==> src/logic/cpu_defines.svh <==
`ifndef CPU_DEFINES_SVH
`define CPU_DEFINES_SVH

// word and register file geometry
`define CPU_WORD_W     16
`define CPU_NUM_REGS   4
`define CPU_REG_IDX_W  2

// opcodes
`define OP_ADI    4'd4
`define OP_ORI    4'd5
`define OP_LHI    4'd6
`define OP_RTYPE  4'd15

// function codes of the register-register group
`define FN_ADD  6'd0
`define FN_SUB  6'd1
`define FN_AND  6'd2
`define FN_ORR  6'd3
`define FN_NOT  6'd4
`define FN_TCP  6'd5
`define FN_SHL  6'd6
`define FN_SHR  6'd7
`define FN_WWD  6'd28
`define FN_HLT  6'd29

// first fetch address
`define CPU_RESET_PC  16'd0

`endif
==> src/logic/cpu_pkg.sv <==
`default_nettype none

`include "cpu_defines.svh"

package cpu_pkg;

   //////////////////////////////////////////////////////////////////////
   // instruction word
   //////////////////////////////////////////////////////////////////////

   // register-register view
   typedef struct packed {
      logic [3:0]                opcode;
      logic [`CPU_REG_IDX_W-1:0] rs;
      logic [`CPU_REG_IDX_W-1:0] rt;
      logic [`CPU_REG_IDX_W-1:0] rd;
      logic [5:0]                func;
   } r_fields_t;

   // immediate view
   typedef struct packed {
      logic [3:0]                opcode;
      logic [`CPU_REG_IDX_W-1:0] rs;
      logic [`CPU_REG_IDX_W-1:0] rt;
      logic [7:0]                imm;
   } i_fields_t;

   // same word, two decodes
   typedef union packed {
      r_fields_t r_fields;
      i_fields_t i_fields;
   } inst_u;

   //////////////////////////////////////////////////////////////////////
   // control and stage records
   //////////////////////////////////////////////////////////////////////

   // rsb is b - a, covers NOT and TCP
   typedef enum logic [2:0] {
      ALU_ADD,
      ALU_SUB,
      ALU_AND,
      ALU_ORR,
      ALU_RSB,
      ALU_SHL,
      ALU_SHR,
      ALU_PASS
   } alu_op_e;

   typedef struct packed {
      logic                      valid;
      alu_op_e                   alu_op;
      logic                      use_imm;
      logic                      wr_en;
      logic [`CPU_REG_IDX_W-1:0] wr_reg;
      logic                      out_wr;
      logic                      halt;
   } ctrl_t;

   // ID -> EX
   typedef struct packed {
      ctrl_t                     ctrl;
      logic [`CPU_REG_IDX_W-1:0] rs;
      logic [`CPU_REG_IDX_W-1:0] rt;
      logic [`CPU_WORD_W-1:0]    a;
      logic [`CPU_WORD_W-1:0]    b;
      logic [`CPU_WORD_W-1:0]    imm;
   } ex_stage_t;

   // EX -> WB
   typedef struct packed {
      logic                      valid;
      logic                      wr_en;
      logic [`CPU_REG_IDX_W-1:0] wr_reg;
      logic                      halt;
      logic [`CPU_WORD_W-1:0]    result;
   } wb_stage_t;

endpackage

`default_nettype wire

==> src/logic/pipeline_core.sv <==
`default_nettype none

`include "cpu_defines.svh"

module pipeline_core import cpu_pkg::*; (
   input  wire logic                   clk,
   input  wire logic                   reset_n,
   output logic [`CPU_WORD_W-1:0]      o_i_address,
   output logic                        o_i_read,
   input  wire logic [`CPU_WORD_W-1:0] i_i_data,
   output logic [`CPU_WORD_W-1:0]      o_output_port,
   output logic                        o_is_halted,
   output logic [`CPU_WORD_W-1:0]      o_num_inst
);

   // unknown func, no effect even if it were valid
   localparam logic [`CPU_WORD_W-1:0] NOP_WORD = {`OP_RTYPE, 6'd0, 6'h3f};

   // fetch
   logic [`CPU_WORD_W-1:0] pc;
   logic                   fetch_en;
   logic                   fetch_pending;

   // decode
   inst_u                  ir;
   logic                   ir_valid;
   ctrl_t                  id_ctrl;
   logic [`CPU_WORD_W-1:0] id_imm;
   logic [`CPU_WORD_W-1:0] rf_data_a;
   logic [`CPU_WORD_W-1:0] rf_data_b;

   // execute, writeback
   ex_stage_t              ex_q;
   wb_stage_t              wb_q;
   wb_stage_t              wb_next;
   logic [`CPU_WORD_W-1:0] ex_out_value;

   logic                   ex_halt;
   logic                   wb_halt;
   logic                   halt_in_pipe;

   //////////////////////////////////////////////////////////////////////
   // IF
   //////////////////////////////////////////////////////////////////////

   assign ex_halt      = ex_q.ctrl.valid & ex_q.ctrl.halt;
   assign wb_halt      = wb_q.valid & wb_q.halt;
   assign halt_in_pipe = id_ctrl.halt | ex_halt | wb_halt;

   // drop the strobe in the same cycle HLT sits in ID
   assign o_i_read    = fetch_en & ~id_ctrl.halt;
   assign o_i_address = pc;

   always_ff @(posedge clk) begin
      if (!reset_n) begin
         pc            <= `CPU_RESET_PC;
         fetch_en      <= 1'b0;
         fetch_pending <= 1'b0;
         ir            <= NOP_WORD;
         ir_valid      <= 1'b0;
      end else begin
         // off for good once HLT is seen, until reset
         fetch_en      <= ~(halt_in_pipe | o_is_halted);
         fetch_pending <= o_i_read;
         if (o_i_read) begin
            pc <= pc + `CPU_WORD_W'(1);
         end
         // word behind HLT is thrown away
         if (id_ctrl.halt || !fetch_pending) begin
            ir       <= NOP_WORD;
            ir_valid <= 1'b0;
         end else begin
            ir       <= i_i_data;
            ir_valid <= 1'b1;
         end
      end
   end

   //////////////////////////////////////////////////////////////////////
   // ID
   //////////////////////////////////////////////////////////////////////

   inst_decoder u_decoder (
      .i_inst       (ir),
      .i_inst_valid (ir_valid),
      .o_ctrl       (id_ctrl),
      .o_imm        (id_imm)
   );

   // writes come from WB
   reg_file u_reg_file (
      .clk         (clk),
      .reset_n     (reset_n),
      .i_wr_en     (wb_q.valid & wb_q.wr_en),
      .i_wr_reg    (wb_q.wr_reg),
      .i_wr_data   (wb_q.result),
      .i_rd_reg_a  (ir.r_fields.rs),
      .i_rd_reg_b  (ir.r_fields.rt),
      .o_rd_data_a (rf_data_a),
      .o_rd_data_b (rf_data_b)
   );

   // control part
   always_ff @(posedge clk) begin
      if (!reset_n) begin
         ex_q.ctrl <= '0;
      end else begin
         ex_q.ctrl <= id_ctrl;
      end
   end

   // operands and indices
   always_ff @(posedge clk) begin
      ex_q.rs  <= ir.r_fields.rs;
      ex_q.rt  <= ir.r_fields.rt;
      ex_q.a   <= rf_data_a;
      ex_q.b   <= rf_data_b;
      ex_q.imm <= id_imm;
   end

   //////////////////////////////////////////////////////////////////////
   // EX
   //////////////////////////////////////////////////////////////////////

   execute_stage u_execute (
      .i_ex        (ex_q),
      .i_wb        (wb_q),
      .o_out_value (ex_out_value),
      .o_wb_next   (wb_next)
   );

   always_ff @(posedge clk) begin
      if (!reset_n) begin
         wb_q.valid <= 1'b0;
         wb_q.wr_en <= 1'b0;
         wb_q.halt  <= 1'b0;
      end else begin
         wb_q.valid <= wb_next.valid;
         wb_q.wr_en <= wb_next.wr_en;
         wb_q.halt  <= wb_next.halt;
      end
   end

   always_ff @(posedge clk) begin
      wb_q.wr_reg <= wb_next.wr_reg;
      wb_q.result <= wb_next.result;
   end

   //////////////////////////////////////////////////////////////////////
   // WB side effects, output port, halt, retire count
   //////////////////////////////////////////////////////////////////////

   always_ff @(posedge clk) begin
      if (!reset_n) begin
         o_output_port <= '0;
         o_is_halted   <= 1'b0;
         o_num_inst    <= '0;
      end else begin
         // WWD at end of its EX cycle
         if (ex_q.ctrl.valid && ex_q.ctrl.out_wr) begin
            o_output_port <= ex_out_value;
         end
         if (wb_halt) begin
            o_is_halted <= 1'b1;
         end
         // HLT counts too
         if (wb_q.valid) begin
            o_num_inst <= o_num_inst + `CPU_WORD_W'(1);
         end
      end
   end

   // halted is sticky and fetch stays off
   a_halt_sticky: assert property (
      @(posedge clk) disable iff (!reset_n)
      o_is_halted |=> o_is_halted && !o_i_read
   );

   // HLT past ID must have shut fetch already
   a_no_fetch_behind_halt: assert property (
      @(posedge clk) disable iff (!reset_n)
      (ex_halt || wb_halt) |-> !$rose(o_i_read)
   );

endmodule

`default_nettype wire

==> src/logic/execute_stage.sv <==
`default_nettype none

`include "cpu_defines.svh"

module execute_stage import cpu_pkg::*; (
   input  wire ex_stage_t          i_ex,
   input  wire wb_stage_t          i_wb,
   output logic [`CPU_WORD_W-1:0]  o_out_value,
   output wb_stage_t               o_wb_next
);

   logic                   fwd_a_hit;
   logic                   fwd_b_hit;
   logic [`CPU_WORD_W-1:0] op_a;
   logic [`CPU_WORD_W-1:0] fwd_b;
   logic [`CPU_WORD_W-1:0] op_b;
   logic [`CPU_WORD_W-1:0] result;

   //////////////////////////////////////////////////////////////////////
   // operand forwarding
   //////////////////////////////////////////////////////////////////////

   // wb holds the instruction one ahead
   assign fwd_a_hit = i_wb.valid && i_wb.wr_en && (i_wb.wr_reg == i_ex.rs);
   assign fwd_b_hit = i_wb.valid && i_wb.wr_en && (i_wb.wr_reg == i_ex.rt);

   assign op_a  = fwd_a_hit ? i_wb.result : i_ex.a;
   assign fwd_b = fwd_b_hit ? i_wb.result : i_ex.b;

   // immediate replaces rt
   assign op_b = i_ex.ctrl.use_imm ? i_ex.imm : fwd_b;

   //////////////////////////////////////////////////////////////////////
   // alu
   //////////////////////////////////////////////////////////////////////

   always_comb begin
      result = '0;
      case (i_ex.ctrl.alu_op)
         ALU_ADD:  result = op_a + op_b;
         ALU_SUB:  result = op_a - op_b;
         ALU_AND:  result = op_a & op_b;
         ALU_ORR:  result = op_a | op_b;
         // b - a, NOT with b all ones, TCP with b zero
         ALU_RSB:  result = op_b - op_a;
         ALU_SHL:  result = {op_a[`CPU_WORD_W-2:0], 1'b0};
         // arithmetic, sign bit kept
         ALU_SHR:  result = {op_a[`CPU_WORD_W-1], op_a[`CPU_WORD_W-1:1]};
         ALU_PASS: result = op_b;
         default:  result = '0;
      endcase
   end

   // WWD reads the forwarded rs
   assign o_out_value = op_a;

   //////////////////////////////////////////////////////////////////////
   // next wb contents
   //////////////////////////////////////////////////////////////////////

   always_comb begin
      o_wb_next.valid  = i_ex.ctrl.valid;
      o_wb_next.wr_en  = i_ex.ctrl.valid & i_ex.ctrl.wr_en;
      o_wb_next.wr_reg = i_ex.ctrl.wr_reg;
      o_wb_next.halt   = i_ex.ctrl.valid & i_ex.ctrl.halt;
      o_wb_next.result = result;
   end

endmodule

`default_nettype wire

==> src/logic/reg_file.sv <==
`default_nettype none

`include "cpu_defines.svh"

module reg_file (
   input  wire logic                      clk,
   input  wire logic                      reset_n,
   input  wire logic                      i_wr_en,
   input  wire logic [`CPU_REG_IDX_W-1:0] i_wr_reg,
   input  wire logic [`CPU_WORD_W-1:0]    i_wr_data,
   input  wire logic [`CPU_REG_IDX_W-1:0] i_rd_reg_a,
   input  wire logic [`CPU_REG_IDX_W-1:0] i_rd_reg_b,
   output logic [`CPU_WORD_W-1:0]         o_rd_data_a,
   output logic [`CPU_WORD_W-1:0]         o_rd_data_b
);

   logic [`CPU_WORD_W-1:0] regs [`CPU_NUM_REGS];

   always_ff @(posedge clk) begin
      if (!reset_n) begin
         for (int i = 0; i < `CPU_NUM_REGS; i++) begin
            regs[i] <= '0;
         end
      end else if (i_wr_en) begin
         regs[i_wr_reg] <= i_wr_data;
      end
   end

   // write-through, covers the distance-two dependency
   assign o_rd_data_a = (i_wr_en && i_wr_reg == i_rd_reg_a) ? i_wr_data : regs[i_rd_reg_a];
   assign o_rd_data_b = (i_wr_en && i_wr_reg == i_rd_reg_b) ? i_wr_data : regs[i_rd_reg_b];

   // x on the write path means a stage upstream lost its data
   a_wr_data_known: assert property (
      @(posedge clk) disable iff (!reset_n)
      i_wr_en |-> !$isunknown(i_wr_data)
   );

endmodule

`default_nettype wire

==> src/logic/inst_decoder.sv <==
`default_nettype none

`include "cpu_defines.svh"

module inst_decoder import cpu_pkg::*; (
   input  wire inst_u                i_inst,
   input  wire logic                 i_inst_valid,
   output ctrl_t                     o_ctrl,
   output logic [`CPU_WORD_W-1:0]    o_imm
);

   logic [3:0] opcode;
   logic [5:0] func;
   logic [7:0] imm8;

   // opcode and imm from the immediate view, func from the r view
   assign opcode = i_inst.i_fields.opcode;
   assign imm8   = i_inst.i_fields.imm;
   assign func   = i_inst.r_fields.func;

   always_comb begin
      // default: counted but no effect
      o_ctrl         = '0;
      o_ctrl.valid   = 1'b1;
      o_ctrl.alu_op  = ALU_ADD;
      o_imm          = '0;

      case (opcode)
         `OP_ADI: begin
            o_ctrl.alu_op  = ALU_ADD;
            o_ctrl.use_imm = 1'b1;
            o_ctrl.wr_en   = 1'b1;
            o_ctrl.wr_reg  = i_inst.i_fields.rt;
            o_imm          = {{(`CPU_WORD_W-8){imm8[7]}}, imm8};
         end
         `OP_ORI: begin
            o_ctrl.alu_op  = ALU_ORR;
            o_ctrl.use_imm = 1'b1;
            o_ctrl.wr_en   = 1'b1;
            o_ctrl.wr_reg  = i_inst.i_fields.rt;
            o_imm          = {{(`CPU_WORD_W-8){1'b0}}, imm8};
         end
         `OP_LHI: begin
            // byte goes high, low byte zero
            o_ctrl.alu_op  = ALU_PASS;
            o_ctrl.use_imm = 1'b1;
            o_ctrl.wr_en   = 1'b1;
            o_ctrl.wr_reg  = i_inst.i_fields.rt;
            o_imm          = {imm8, 8'h00};
         end
         `OP_RTYPE: begin
            // alu results land in rd
            o_ctrl.wr_reg = i_inst.r_fields.rd;
            case (func)
               `FN_ADD: begin
                  o_ctrl.alu_op = ALU_ADD;
                  o_ctrl.wr_en  = 1'b1;
               end
               `FN_SUB: begin
                  o_ctrl.alu_op = ALU_SUB;
                  o_ctrl.wr_en  = 1'b1;
               end
               `FN_AND: begin
                  o_ctrl.alu_op = ALU_AND;
                  o_ctrl.wr_en  = 1'b1;
               end
               `FN_ORR: begin
                  o_ctrl.alu_op = ALU_ORR;
                  o_ctrl.wr_en  = 1'b1;
               end
               `FN_NOT: begin
                  // ~a == all ones minus a
                  o_ctrl.alu_op  = ALU_RSB;
                  o_ctrl.use_imm = 1'b1;
                  o_ctrl.wr_en   = 1'b1;
                  o_imm          = '1;
               end
               `FN_TCP: begin
                  // -a == zero minus a
                  o_ctrl.alu_op  = ALU_RSB;
                  o_ctrl.use_imm = 1'b1;
                  o_ctrl.wr_en   = 1'b1;
               end
               `FN_SHL: begin
                  o_ctrl.alu_op = ALU_SHL;
                  o_ctrl.wr_en  = 1'b1;
               end
               `FN_SHR: begin
                  o_ctrl.alu_op = ALU_SHR;
                  o_ctrl.wr_en  = 1'b1;
               end
               `FN_WWD: o_ctrl.out_wr = 1'b1;
               `FN_HLT: o_ctrl.halt   = 1'b1;
               default: ;
            endcase
         end
         default: ;
      endcase

      // bubble in IR
      if (!i_inst_valid) begin
         o_ctrl = '0;
      end
   end

endmodule

`default_nettype wire

==> config.mk <==
export PLATFORM = sky130hd
export DESIGN_NAME = pipeline_core
export DESIGN_NICKNAME = d
export VERILOG_FILES = /design/src/logic/cpu_pkg.sv /design/src/logic/pipeline_core.sv /design/src/logic/execute_stage.sv /design/src/logic/reg_file.sv /design/src/logic/inst_decoder.sv
export VERILOG_INCLUDE_DIRS = /design/src /design/src/logic
export SDC_FILE = /design/constraint.sdc
export NUM_CORES = 1
export LEC_CHECK = 0
export ABC_CLOCK_PERIOD_IN_PS = 3800
export BUFFER_PORTS_ARGS = -buffer_cell sky130_fd_sc_hd__buf_2
export CORE_ASPECT_RATIO = 0.8
export CORE_UTILIZATION = 30
export DETAILED_ROUTE_END_ITERATION = 7
export GPL_TIMING_DRIVEN = 0
export MAX_ROUTING_LAYER = met4
export PLACE_DENSITY_LB_ADDON = 0.1
export REMOVE_ABC_BUFFERS = 1
export SLEW_MARGIN = 20
export SYNTH_ARGS = -nofsm -noshare
export SYNTH_HDL_FRONTEND = slang
export SYNTH_HIERARCHICAL = 1
export SYNTH_SLANG_ARGS = --single-unit
==> constraint.sdc <==
create_clock -name clk -period 3.8 [get_ports clk]
set_clock_uncertainty 0.1 [all_clocks]
set_input_delay 0.38 -clock clk [delete_from_list [all_inputs] [get_ports clk]]
set_output_delay 0.38 -clock clk [all_outputs]
set_load 0.05 [all_outputs]
# Word-level counts from Yosys, hierarchy flattened
# Memories as Yosys holds them, arrays and structs flattened. A register that Yosys moved wholly into a read port is not among the register bits.
# Cells that the tools add are included.
# classes
add_sub_neg,5
mul,0
div_mod_pow,0
magnitude_cmp,0
eq_ne,24
n_shift,0
mux,26
bitwise_logic,13
reduce_logical,16
# ops
op,n
$pmux W16 S8,1
$mux W16,7
$pmux W16 S4,1
$add A16 B1 Y16 const B,2
$sub A16 B16 Y16,2
$pmux W7 S4,1
$eq A6 B3 Y1 const B,4
$pmux W3 S6,1
$add A16 B16 Y16,1
$and A16 B16 Y16,1
$or A16 B16 Y16,1
$reduce_or A16 Y1,1
$eq A3 B3 Y1 const B,4
$eq A4 B3 Y1 const B,3
$eq A6 B2 Y1 const B,2
$eq A6 B5 Y1 const B,2
$mux W1,10
$mux W10,1
$eq A2 B2 Y1,4
$mux W2,4
$reduce_or A8 Y1,1
$eq A3 B2 Y1 const B,2
$eq A6 B1 Y1 const B,1
$logic_and A1 B1 Y1,6
12 further kinds,21
# totals
ff_bits,151
latch_bits,0
mem_bits_rw,64
mem_bits_ro,0
inputBits,18
wordCells,110
mem_count,1
# memory_table
memory,depth,width,rd,rd_clocked_by_memory_dff,wr,line_no,rtl
u_reg_file.regs,4,16,2,2,4,reg_file.sv:17,logic [`CPU_WORD_W-1:0] regs [`CPU_NUM_REGS];

# Longest topological paths before layout
# logic_depth
ltp_word,9
mapped_depth,18
mapped_depth_nobuf,16

# Modules after synthesis
# The synthesis kept the hierarchy.
# modules_own_cells
mod,n_inst,cells_per_inst,area_per_inst_um2,seq_area_each_um2
pipeline_core,1,374,4257.8,3022.9
execute_stage,1,579,3968.8,0.0
reg_file,1,227,3788.6,1921.8
inst_decoder,1,80,480.5,0.0

# Least setup slack after synthesis
# Ideal clock, no wire load.
# synth_timing
path_type,reg-to-reg
start,register wb_q[18] in the netlist's numbering
end,register wb_q[14] in the netlist's numbering
setup_time_ps,140
t_arrival_ps,3593
slack_ps,-32
stages_incl_launch_ff,19
n_path_buf,3
synth_period_minus_slack_ps,3832
cell_sequence,dfxtp_1 -> xor2_1 -> nor3_1 -> buf_6 -> buf_6 -> buf_4 -> mux2i_1 -> ha_1 -> inv_1 -> ha_1 -> inv_1 -> o221ai_2 -> a31oi_4 -> a31oi_1 -> o41a_1 -> a22o_1 -> a211oi_2 -> xor2_1 -> o221ai_1
# synth_lines
element,line_no,rtl
"start, declared",pipeline_core.sv:34,wb_stage_t wb_q;

==> flow_summary.ini <==
[run_status]
outcome = finished with violations
failed_checks = negative setup slack

[setup_path]
r2r-start = wb_q[18]
path_class = register to register
cp-start-kind = register
r2r_setup_slack_ns = -0.07
critPathMaxFanout = 5
r2r_end = wb_q[14]
required_ns = 4.08
cp-end-kind = register
rr_worst_depth = 16
cp.arrival_ns = 4.14

[synth]
synth_ff_type = dfxtp_1
synth_edf_count = 64
ys_seq_area_share_pct = 39.57
ys_warn_count = 6
synth_area_leaders = dfxtp_1 (24%), edfxtp_1 (15%), xnor2_1 (4.6%), nand2_1 (3.9%), and2_1 (3.7%)
ys_ff_latch = 215
synth_largest_area_cell = dfxtp_1
yosysMostFrequentCell = dfxtp_1
synth_top_area_share_pct = 24.19
avgSynthCellArea_um2 = 9.917
synth_area_um2 = 12500
yosys-top-cells-count = dfxtp_1 (151), nand2_1 (130), nor2_1 (92)
synth_cell_types = 97
postSynthCellCount = 1260
synthArstFlopShare_pct = 0

[finish]
layout-drive-gt1-share_pct = 23.41
final_cell_count_no_fill = 1898
final_area_um2 = 14920
layout.nets = 1387
syn_to_final_growth_pct = 19.41
antenna_cells = 0

[global_route]
grt_pass1_vias = 9249
antenna_found_initial = 1
grt_first_pass_wirelength_mm = 54.90
grt_max_degree = 42
track_usage_pct = 17.07
grt_overflow = 0

[sta]
period_share_pct = 101.8
fin_crit_ns = 3.868
tns_ns = -0.1654
slew_violations = 0
rsz0062_at_grt = yes
whs_ns = 0.2232
setup_slack_ns = -0.06807
tightest_slew_ns = 0.9947
max_freq_mhz = 258.5
report.final.setup_viol = 3
hold_viol_final = 0
slew_headroom_pct = 33.68

[power_and_ir_drop]
p_sw_share_pct = 27.56
leakagePower_nw = 5.685
p_switching_mw = 1.633
ir_drop_v = 0.0003025
p_comb_share_pct = 12.8
p_total_mw = 5.926
power_frac_seq_pct = 45.0
clock_power_share_pct = 42.2
p_per_area_nw_per_um2 = 397.2
p_int_mw = 4.293

[placed_design]
dp.cells = 1811
finalWeightedCongestion = 0.8562
place_hpwl_mm = 25.12
portBuffers = 67
dpl_cell_area_um2 = 13260

[routing]
final_antenna_net_count = 0
wl_per_cell_um = 18.98
drt_wl_total_mm = 36.02
via_per_inst = 5.072
vias = 9626
first_pass_iters = 7
drc = 0
drtIter0Drc = 694

[worst_hold_path]
min_path_cells = 0
min_from = ex_q[54]
min_path_type = register to register
min_to = wb_q[17]

[die]
io_pins = 68
core_area_um2 = 40880
rows = 66
die_w_um = 230.2
start_util_pct = 30.57
die_area_um2 = 42480
die_h_um = 184.5

[cts]
cts.sinks = 215
max-clock-path-buffers = 3
path_clk_slew_ns = 0.07
htree_levels = 1
cts_tree = built
cts_root_buf = clkbuf_16
clock_latency_ns = 0.55
cts_made_buffers = 24

[flow_run]
maxCapViolCount = 0
critical path, stage by stage (launching register included):
cell and delay (ns):
dfxtp_4 0.40, xor2_2 0.20, nor3_4 0.24, buf_6 0.18
mux2i_4 0.25, inv_2 0.09, xnor2_2 0.13, ha_2 0.18
inv_2 0.06, o221ai_4 0.10, a31oi_4 0.31, o221ai_4 0.17
o41a_1 0.48, a22o_1 0.25, a211oi_2 0.21, xor2_1 0.22
o221ai_2 0.13
kinds of logic (layout without fill, tap and decap cells):
family	after synthesis	count (layout)	share of synthesized area (%)
xor gates and xnor gates	89	89	6.529
buffers and inverters	112	206	4.466
adders and majority gates	45	45	4.276
DFF	215	215	39.57
muxes	103	103	13.13
and+or+nand+nor	464	464	19.39
AOI/OAI and AO/OA	232	232	12.65
what timing repair did:
item,4_1_cts,5_1_grt
resized for setup,59,33
setup endpoints to repair,45,9
setup buffers,11,16
hold buffers,16,0
pin swaps,5,17
cloned,0,0
endpoints found under the hold margin,16,0
cell type report:
class / count / area [um^2]
inverters: 44 / 168.9
clock inverters: 12 / 156.4
multi-input cells: 933 / 7420
flip-flops and latches: 215 / 4977
well taps: 544 / 680.7
repair buffers: 118 / 835.8
fillers: 4175 / 25960
clock buffers: 32 / 681.9
flip-flops by register name, indices dropped and copies added, names as in the netlist:
name,count
o_output_port,16
wb_q,21
u_reg_file/regs,64
o_num_inst,16
o_i_address,16
ir,16
fetch_en,1
ir_valid,1
fetch_pending,1
ex_q,62
o_is_halted,1
routing by layer:
| metal | up-vias | global-route usage [%] | share of wire [%] |
|---|---|---|---|
| li1 | 4715 | - | - |
| met1 | 4698 | 25.43 | 52 |
| met2 | 176 | 24.46 | 43 |
| met3 | 37 | 2.058 | 3.4 |
| met4 | 0 | 3.550 | 1.8 |
| met5 | - | - | 0 |
cells in the final DEF, fill, tap and decap left out, drive strengths merged, types with 6 or more instances in the layout:
master       netlist  routed
dfxtp            151     151
nand2            130     130
buf               33     102
nor2              92      92
and2              74      74
xnor2             67      67
edfxtp            64      64
a21oi             64      64
o21ai             57      57
inv               40      41
mux2              36      36
mux2i             35      35
ha                33      33
clkbuf            35      32
mux4              32      32
nand3             31      31
nand2b            22      22
nor3              22      22
xor2              21      21
and3              19      19
a31oi             17      17
dlygate4sd3        0      16
o31ai             15      15
nand4             14      14
maj3              12      12
nor2b             11      11
o221ai            11      11
clkinv             4      10
nor4               9       9
or3                9       9
o21a               7       7
o22ai              7       7
nor3b              7       7
or4                6       6
how the worst max path moves through the flow:
stage               slack (ns)  endpoint     start
floorplan                -2.52  wb_q[14]  wb_q[18]
global placement         -4.55  wb_q[14]  wb_q[20]
detailed placement       -1.20  wb_q[14]  wb_q[17]
CTS                      -0.18  wb_q[14]  wb_q[17]
global route             -0.26  wb_q[15]  wb_q[18]
finish                   -0.07  wb_q[14]  wb_q[18]
through the flow:
step | utilization (%) | setup slack [ns]
6_report | 36.50 | -0.06807
5_1_grt | 36.50 | -0.2640
4_1_cts | 35.72 | -0.1772
3_5_place_dp | 32.43 | -1.204
3_3_place_gp | 32.09 | -4.550
2_1_floorplan | - | -2.522
power by group through the flow:
stage	Combinational (mW)	Sequential (mW)	Clock, mW
6_report	0.761	2.66	2.50
5_1_grt	0.837	2.68	2.66
4_1_cts	0.728	2.66	2.57
3_5_place_dp	0.689	2.70	0
3_3_place_gp	0.684	2.70	0
2_1_floorplan	0.525	2.62	0
Note: power is estimated with default switching activity, not from simulation.
